### src/rtl/fifo_pkg.sv
`default_nettype none

package fifo_pkg;

	//////////////////////////////
	// Widths and geometry
	//////////////////////////////

	// Acquisition sample and host word
	localparam int SAMPLE_W = 16;
	localparam int HOST_W = 32;

	// One ring line carries four samples, read back as two host words
	localparam int LINE_W = 64;
	localparam int SAMPLES_PER_LINE = 4;
	localparam int HOSTS_PER_LINE = 2;

	// On-chip ring in place of the external SDRAM
	localparam int RING_LINES = 64;
	localparam int RING_ADDR_W = $clog2(RING_LINES);

	//////////////////////////////
	// Data types
	//////////////////////////////

	typedef logic [SAMPLE_W-1:0] sample_t;

	typedef logic [HOST_W-1:0] host_word_t;

	// Same 64 bits, seen as samples by the packer and as host words by the unpacker
	// Index 0 sits in the lowest bits in both views
	typedef union packed {
		sample_t [SAMPLES_PER_LINE-1:0] samples;
		host_word_t [HOSTS_PER_LINE-1:0] words;
	} line_u;

	// One-cycle line transfer between stages
	typedef struct packed {
		logic valid;
		line_u line;
	} line_beat_t;

	//////////////////////////////
	// Counts
	//////////////////////////////

	// 16-bit words held across the whole chain
	typedef logic [31:0] fill_t;

	// Ring occupancy, 0 up to RING_LINES inclusive
	typedef logic [RING_ADDR_W:0] ring_count_t;

endpackage

`default_nettype wire

### src/rtl/fill_monitor.sv
`timescale 1ns/1ps
`default_nettype none

module fill_monitor (
	input wire logic okClk,
	input wire logic arst_n,
	input wire logic [1:0] held_samples,
	input fifo_pkg::ring_count_t ring_lines,
	input wire logic [1:0] pending_halves,
	output fifo_pkg::fill_t fill_words
);

	import fifo_pkg::*;

	fill_t packer_words;
	fill_t ring_words;
	fill_t host_words;
	fill_t fill_next;
	fill_t fill_q;

	// Each stage converted to 16-bit words
	assign packer_words = fill_t'(held_samples);
	assign ring_words = fill_t'(ring_lines) * fill_t'(SAMPLES_PER_LINE);
	assign host_words = fill_t'(pending_halves) * fill_t'(SAMPLES_PER_LINE / HOSTS_PER_LINE);

	assign fill_next = packer_words + ring_words + host_words;

	// Dips for one cycle while a beat moves from packer to ring
	always_ff @(posedge okClk or negedge arst_n) begin
		if (!arst_n) begin
			fill_q <= '0;
		end else begin
			fill_q <= fill_next;
		end
	end

	assign fill_words = fill_q;

endmodule

`default_nettype wire

### src/rtl/host_unpacker.sv
`timescale 1ns/1ps
`default_nettype none

module host_unpacker (
	input wire logic okClk,
	input wire logic arst_n,
	input fifo_pkg::line_beat_t fetched_line,
	input wire logic host_read,
	output logic line_wanted,
	output fifo_pkg::host_word_t host_data,
	output logic [1:0] pending_halves
);

	import fifo_pkg::*;

	// Unread host words left in the held line
	logic [1:0] held_q;
	// Request went out last cycle and its line may still be on the way
	logic pending_q;
	logic next_idx;
	line_u line_q;
	host_word_t host_q;

	// Ask for a line only when empty-handed and nothing is in flight
	assign line_wanted = (held_q == 2'd0) && !pending_q;

	// With one word left the upper half is next
	assign next_idx = (held_q == 2'd1);

	always_ff @(posedge okClk or negedge arst_n) begin
		if (!arst_n) begin
			held_q <= 2'd0;
			// Keeps line_wanted low until the first cycle out of reset
			pending_q <= 1'b1;
			host_q <= '0;
		end else begin
			pending_q <= line_wanted;
			if (fetched_line.valid) begin
				held_q <= 2'(HOSTS_PER_LINE);
			end else if (host_read && held_q != 2'd0) begin
				host_q <= line_q.words[next_idx];
				held_q <= held_q - 2'd1;
			end
			// Read with nothing held leaves host_q as it was
		end
	end

	// Fetched line payload
	always_ff @(posedge okClk) begin
		if (fetched_line.valid) begin
			line_q <= fetched_line.line;
		end
	end

	assign host_data = host_q;

	// A line in flight has already left the ring count, so count it here
	assign pending_halves = held_q + (fetched_line.valid ? 2'(HOSTS_PER_LINE) : 2'd0);

	// Ring answers only the request of the previous cycle
	a_fetch_requested: assert property (@(posedge okClk) disable iff (!arst_n)
		fetched_line.valid |-> (pending_q && held_q == 2'd0))
		else $error("host_unpacker: line delivered without a pending fetch");

endmodule

`default_nettype wire

### src/rtl/line_ring.sv
`timescale 1ns/1ps
`default_nettype none

module line_ring (
	input wire logic okClk,
	input wire logic arst_n,
	input fifo_pkg::line_beat_t packed_line,
	input wire logic line_wanted,
	output fifo_pkg::line_beat_t fetched_line,
	output fifo_pkg::ring_count_t ring_lines
);

	import fifo_pkg::*;

	//////////////////////////////
	// Storage and pointers
	//////////////////////////////

	logic [LINE_W-1:0] ring_mem [RING_LINES];

	logic [RING_ADDR_W-1:0] wr_ptr;
	logic [RING_ADDR_W-1:0] rd_ptr;
	ring_count_t count_q;

	logic ring_full;
	logic ring_empty;
	logic do_write;
	logic do_read;

	logic fetch_valid_q;
	line_u fetch_line_q;

	assign ring_full = (count_q == ring_count_t'(RING_LINES));
	assign ring_empty = (count_q == '0);

	// A beat arriving at a full ring is dropped
	assign do_write = packed_line.valid && !ring_full;
	assign do_read = line_wanted && !ring_empty;

	//////////////////////////////
	// Pointer and occupancy
	//////////////////////////////

	always_ff @(posedge okClk or negedge arst_n) begin
		if (!arst_n) begin
			wr_ptr <= '0;
			rd_ptr <= '0;
			count_q <= '0;
			fetch_valid_q <= 1'b0;
		end else begin
			// Pointers wrap on their own since the depth is a power of two
			if (do_write) begin
				wr_ptr <= wr_ptr + RING_ADDR_W'(1);
			end
			if (do_read) begin
				rd_ptr <= rd_ptr + RING_ADDR_W'(1);
			end
			fetch_valid_q <= do_read;

			case ({do_write, do_read})
				2'b10: count_q <= count_q + ring_count_t'(1);
				2'b01: count_q <= count_q - ring_count_t'(1);
				default: count_q <= count_q;
			endcase
		end
	end

	//////////////////////////////
	// Line storage and fetch
	//////////////////////////////

	always_ff @(posedge okClk) begin
		if (do_write) begin
			ring_mem[wr_ptr] <= packed_line.line;
		end
	end

	// Oldest line comes out one cycle after the request is seen
	always_ff @(posedge okClk) begin
		if (do_read) begin
			fetch_line_q <= ring_mem[rd_ptr];
		end
	end

	assign fetched_line = '{valid: fetch_valid_q, line: fetch_line_q};
	assign ring_lines = count_q;

	// Host has to keep the fill level below capacity
	a_no_overflow: assert property (@(posedge okClk) disable iff (!arst_n)
		packed_line.valid |-> (ring_lines != ring_count_t'(RING_LINES)))
		else $error("line_ring: line written into a full ring");

endmodule

`default_nettype wire

### src/rtl/sample_packer.sv
`timescale 1ns/1ps
`default_nettype none

module sample_packer (
	input wire logic okClk,
	input wire logic arst_n,
	input wire logic sample_write,
	input fifo_pkg::sample_t sample_in,
	output fifo_pkg::line_beat_t packed_line,
	output logic [1:0] held_samples
);

	import fifo_pkg::*;

	logic [1:0] held_q;
	logic beat_valid_q;
	line_u fill_line_q;
	line_u line_next;

	// Drop the new sample into the next free slot
	always_comb begin
		line_next = fill_line_q;
		line_next.samples[held_q] = sample_in;
	end

	// Slot count and outgoing beat strobe
	always_ff @(posedge okClk or negedge arst_n) begin
		if (!arst_n) begin
			held_q <= 2'd0;
			beat_valid_q <= 1'b0;
		end else begin
			beat_valid_q <= sample_write && (held_q == 2'(SAMPLES_PER_LINE - 1));
			if (sample_write) begin
				// Wraps to zero as the fourth sample closes the group
				held_q <= held_q + 2'd1;
			end
		end
	end

	// Line under assembly
	// Stays whole through the beat cycle since the next write only touches slot 0
	always_ff @(posedge okClk) begin
		if (sample_write) begin
			fill_line_q <= line_next;
		end
	end

	assign packed_line = '{valid: beat_valid_q, line: fill_line_q};
	assign held_samples = held_q;

	// A written sample carries no unknown bits into the line
	a_sample_known: assert property (@(posedge okClk) disable iff (!arst_n)
		sample_write |-> !$isunknown(sample_in))
		else $error("sample_packer: sample written with unknown bits");

endmodule

`default_nettype wire

### src/rtl/stream_fifo_top.sv
`timescale 1ns/1ps
`default_nettype none

module stream_fifo_top (
	input wire logic okClk,
	input wire logic arst_n,
	input wire logic sample_write,
	input fifo_pkg::sample_t sample_in,
	input wire logic host_read,
	output fifo_pkg::host_word_t host_data,
	output fifo_pkg::fill_t fill_words
);

	import fifo_pkg::*;

	// Packer to ring
	line_beat_t packed_line;
	logic [1:0] held_samples;

	// Ring to unpacker
	line_beat_t fetched_line;
	logic line_wanted;
	ring_count_t ring_lines;

	// Unpacker to monitor
	logic [1:0] pending_halves;

	sample_packer u_sample_packer (
		.okClk(okClk),
		.arst_n(arst_n),
		.sample_write(sample_write),
		.sample_in(sample_in),
		.packed_line(packed_line),
		.held_samples(held_samples)
	);

	line_ring u_line_ring (
		.okClk(okClk),
		.arst_n(arst_n),
		.packed_line(packed_line),
		.line_wanted(line_wanted),
		.fetched_line(fetched_line),
		.ring_lines(ring_lines)
	);

	host_unpacker u_host_unpacker (
		.okClk(okClk),
		.arst_n(arst_n),
		.fetched_line(fetched_line),
		.host_read(host_read),
		.line_wanted(line_wanted),
		.host_data(host_data),
		.pending_halves(pending_halves)
	);

	fill_monitor u_fill_monitor (
		.okClk(okClk),
		.arst_n(arst_n),
		.held_samples(held_samples),
		.ring_lines(ring_lines),
		.pending_halves(pending_halves),
		.fill_words(fill_words)
	);

endmodule

`default_nettype wire

### config.mk
export PLATFORM = sky130hd
export DESIGN_NAME = stream_fifo_top
export DESIGN_NICKNAME = d
export VERILOG_FILES = /design/src/rtl/fifo_pkg.sv /design/src/rtl/fill_monitor.sv /design/src/rtl/host_unpacker.sv /design/src/rtl/line_ring.sv /design/src/rtl/sample_packer.sv /design/src/rtl/stream_fifo_top.sv
export SDC_FILE = /design/constraint.sdc
export NUM_CORES = 2
export LEC_CHECK = 0
export ABC_AREA = 0
export BUFFER_PORTS_ARGS = -buffer_cell sky130_fd_sc_hd__clkbuf_2
export CAP_MARGIN = 10
export CORE_ASPECT_RATIO = 0.7
export CORE_UTILIZATION = 35
export DETAILED_ROUTE_END_ITERATION = 10
export SLEW_MARGIN = 30
export SYNTH_ARGS = -nofsm -noshare
export SYNTH_HDL_FRONTEND = slang
export SYNTH_SLANG_ARGS = --single-unit
### constraint.sdc
create_clock -name okClk -period 5.6 [get_ports okClk]
set_input_delay 0.84 -clock okClk [delete_from_list [all_inputs] [get_ports okClk]]
set_output_delay 0.84 -clock okClk [all_outputs]
set_load 0.02 [all_outputs]
==> results.md <==
* Initial antenna violation count at 39
* Grt ovf at 0
* Initial core utilization at 35.23%
* Routed wire length at 497.0 mm
* Slew @ Worst Pin at 1.076 ns
* Gr usage total at 20.34%
* Post-CTS setup buffer count at 0
* RSZ-0062 raised after global routing: no
* Met3 usage at 5.243%
* Sink Count at 4,356
* Vias in the first global route at 80.22k
* Top cells by area, synth: edfxtp_1 (78%), mux4_2 (13%), mux2i_1 (2.5%), dfrtp_1 (1.0%), a21oi_1 (0.52%)
* Dpl hpwl at 273.5 mm
* Final WS setup at 1.219 ns
* Layer with the highest usage: met1
* Distinct cell type count after synthesis at 56
* PD cells at 477.4 nW/um^2
* Via count at 83.29k
* Net Sw Frac at 30.15%
* Worst-path clk slew at 0.07 ns
* RD Place Congestion at 0.8116
* Drt wl/cell at 34.94 microns
* Critical Path RT at 6.46 ns
* PortBufs at 61
* Number of I/O pins at 84
* Seq/Total Area, Yosys at 79.00%
* Leak at 0.05847 uW
* Syn Area/Cell at 22.89 sq um
* Cell count after synthesis at 7,216
* Area Overhead vs Synth at 13.95%
* CTS tree: yes
* Post-route ant nets at 0
* Psw at 27,080 uW
* Post-synth top area share at 77.97%
* Cell internal pwr at 62,750 uW
* Share of cells above drive strength 1 at 26.40%
* Status: finished clean
* Startpoint types: flop
* # setup viols final at 0
* Cell Chain, Critical Path: nor4_1 -> nand3_1 -> o21a_1 -> buf_4 -> inv_1 -> ha_1 -> ha_1 -> nor2b_1 -> o21ai_0 -> a21boi_0 -> or4_1 -> nand3_1 -> xnor2_1
* Largest net degree at the start of global routing at 136
* Tmin final at 4.381 ns
* Max Cap Viol at 0
* CORE AREA at 468,800 sq um
* Period utilisation layout at 78.23%
* Synthesis Warnings at 0
* Initial DRC count at 14.52k
* First-pass GRT wire length at 674.2 mm
* FF+latch count, synth at 4,356
* Pwr Total at 89,840 uW
* Top cells by count, synth: edfxtp_1 (4,288), mux4_2 (980), mux2i_1 (408)
* Top FF cell, synth: edfxtp_1
* Worst hold path type: in -> reg
* Setup crit end kind: flop
* Top-count cell post-synth: edfxtp_1
* Crit path max fanout at 7
* Clk root buf: clkbuf_16
* CP peak stage delay at 0.49 ns
* Crit path DAT at 5.24 ns
* Hold-fix buffers, CTS at 0
* Die area at 474,700 sq um
* Post-Syn Area at 165,100 sq um
* M1 GR Usage at 30.61%
* Clock power share at 29.9%
* Critical path class: reg -> reg
* EDFF count, synth at 4,288
* Drt pass-1 iters at 6
* Post-synth ARST share at 1.561%
* Leading area contributor after synthesis: edfxtp_1
* Clock Latency Late Sink at 0.98 ns
* Total CTS buffers at 381
* Critical path's slowest cell: or4_1
* Rel. slew slack at 26.18%
* Setup tns final at 0 ns
* Post-cts repair resize count at 0
* Seq pwr share at 43.1%
* Final #Nets at 7,690
* Post-Route Utilization at 40.15%
* VDD IR max at 0.4176 mV
* H-Tree Depth at 5
* Final Max Tran Viols at 0
* Post-route clock skew at 0.05530 ns
* Final Hold Vio Count at 0
* Die W at 823.0 microns
* Drc violations at 0
* Max Buffers Root-to-Sink at 4
* Combinational share of power at 27.0%
* Vias per inst at 5.855
* Row count at 210
* Placement Setup Slack at 1.354 ns
* DIE HEIGHT at 576.7 microns
* GR Layer Usage met2 at 29.20%
* Fmax at 0.2283 GHz
metal layers:
metal / vias up / wire length, microns
li1: 31477 / -
met1: 45480 / 206800
met2: 5559 / 213500
met3: 771 / 61440
met4: 6 / 14830
met5: - / 416
flip-flops by register name, summed over array words and instances, names as in the netlist, 6 cells and up:
signal and cells:
u_fill_monitor.fill_words 10, u_host_unpacker.host_data 32, u_host_unpacker.line_q 64, u_line_ring.fetch_line_q 64
u_line_ring.rd_ptr 6, u_line_ring.ring_lines 7, u_line_ring.ring_mem 4096, u_line_ring.wr_ptr 6
u_sample_packer.fill_line_q 64
cell usage in the layout, fill, tap and decap left out, types with 7 or more instances in the layout:
cell,Yosys,routed
nor2_1,123,54
buf_4,75,301
o21ai_1,60,60
o211ai_1,12,12
nand2_1,154,153
o221ai_1,75,75
clkinv_2,0,62
clkbuf_1,159,74
bufinv_16,0,41
nor2_4,0,69
clkbuf_2,0,60
buf_12,0,69
clkinv_1,2,73
xor2_1,8,8
nor2b_1,11,9
ha_1,16,15
edfxtp_1,4288,4288
o22ai_1,63,63
dfrtp_1,67,60
o21ai_0,94,94
dfrtp_4,0,7
nand3_1,20,19
diode_2,0,13
clkbuf_16,0,389
xnor2_1,15,15
clkinv_8,0,7
clkinvlp_4,0,17
a211o_1,9,9
inv_1,13,13
a221oi_1,47,47
mux4_2,980,980
mux2i_1,408,406
a221o_1,8,8
a21oi_1,170,170
clkbuf_8,0,16
conb_1,1,22
mux2_2,37,37
a22oi_1,40,40
a2111oi_0,15,14
worst max-delay path: cells and delay by family, from the launching register on:
family | cells | cell delay, ns
and+or+nand+nor | 5 | 1.49
AOI/OAI and AO/OA | 3 | 0.84
buffers and inverters | 2 | 0.65
xor gates and xnor gates | 1 | 0.14
adders and majority gates | 2 | 0.72
DFF | 1 | 0.47
through the flow:
stage               instances  hold WS [ns]  cell area (sq um)
global placement        13512        0.4042             175500
detailed placement      13519        0.4045             175700
floorplan                7237        0.4003             165200
CTS                     14209       0.01867             188100
global route            14214       0.06442             188200
finish                  14226        0.1166             188200
worst paths after layout:
| kind | cells past startpoint | to | slack, ns | start |
|---|---|---|---|---|
| worst min-delay path | 1 | u_sample_packer.fill_line_q[43] | 0.12 | sample_in[11] |
| max in group asynchronous | 3 | u_line_ring.fetch_valid_q | 4.02 | arst_n |
| worst max register to register | 13 | u_line_ring.ring_lines[6] | 1.22 | u_line_ring.ring_lines[3] |
| min in group asynchronous | 2 | u_fill_monitor.fill_words[6] | 0.47 | arst_n |
| worst max-delay path | 13 | u_line_ring.ring_lines[6] | 1.22 | u_line_ring.ring_lines[3] |
| worst min register to register | 0 | u_host_unpacker.line_q[63] | 0.39 | u_line_ring.fetch_line_q[63] |
final cells by class:
type	count	area, sq um
multi-input cells	2454	33140
diodes	13	32.53
clock buffers	479	10230
fillers	40652	280600
well taps	6254	7825
flip-flops and latches	4356	130500
inverters	15	66.31
repair buffers	444	4199
clock inverters	211	2197
cell families after synthesis:
logic type	after synthesis	share of synthesized area, %
multiplexers	1425	16.09
other	1	0.002271
AND/OR/NAND/NOR	348	0.8887
adder cells (fa/ha/maj)	18	0.1455
buffers and inverters	427	1.344
XOR/XNOR	23	0.1220
AO/OA/AOI/OAI	618	2.409
flip-flops	4356	79.00
power groups by stage:
stage | Sequential [uW] | Clock [uW] | Combinational (uW)
2_1_floorplan | 39800 | 0 | 15400
3_3_place_gp | 39500 | 0 | 23800
3_5_place_dp | 39500 | 0 | 24200
4_1_cts | 38800 | 27100 | 24200
5_1_grt | 38800 | 28300 | 25400
6_report | 38800 | 26900 | 24200
Power figures use the tool's default switching activity.
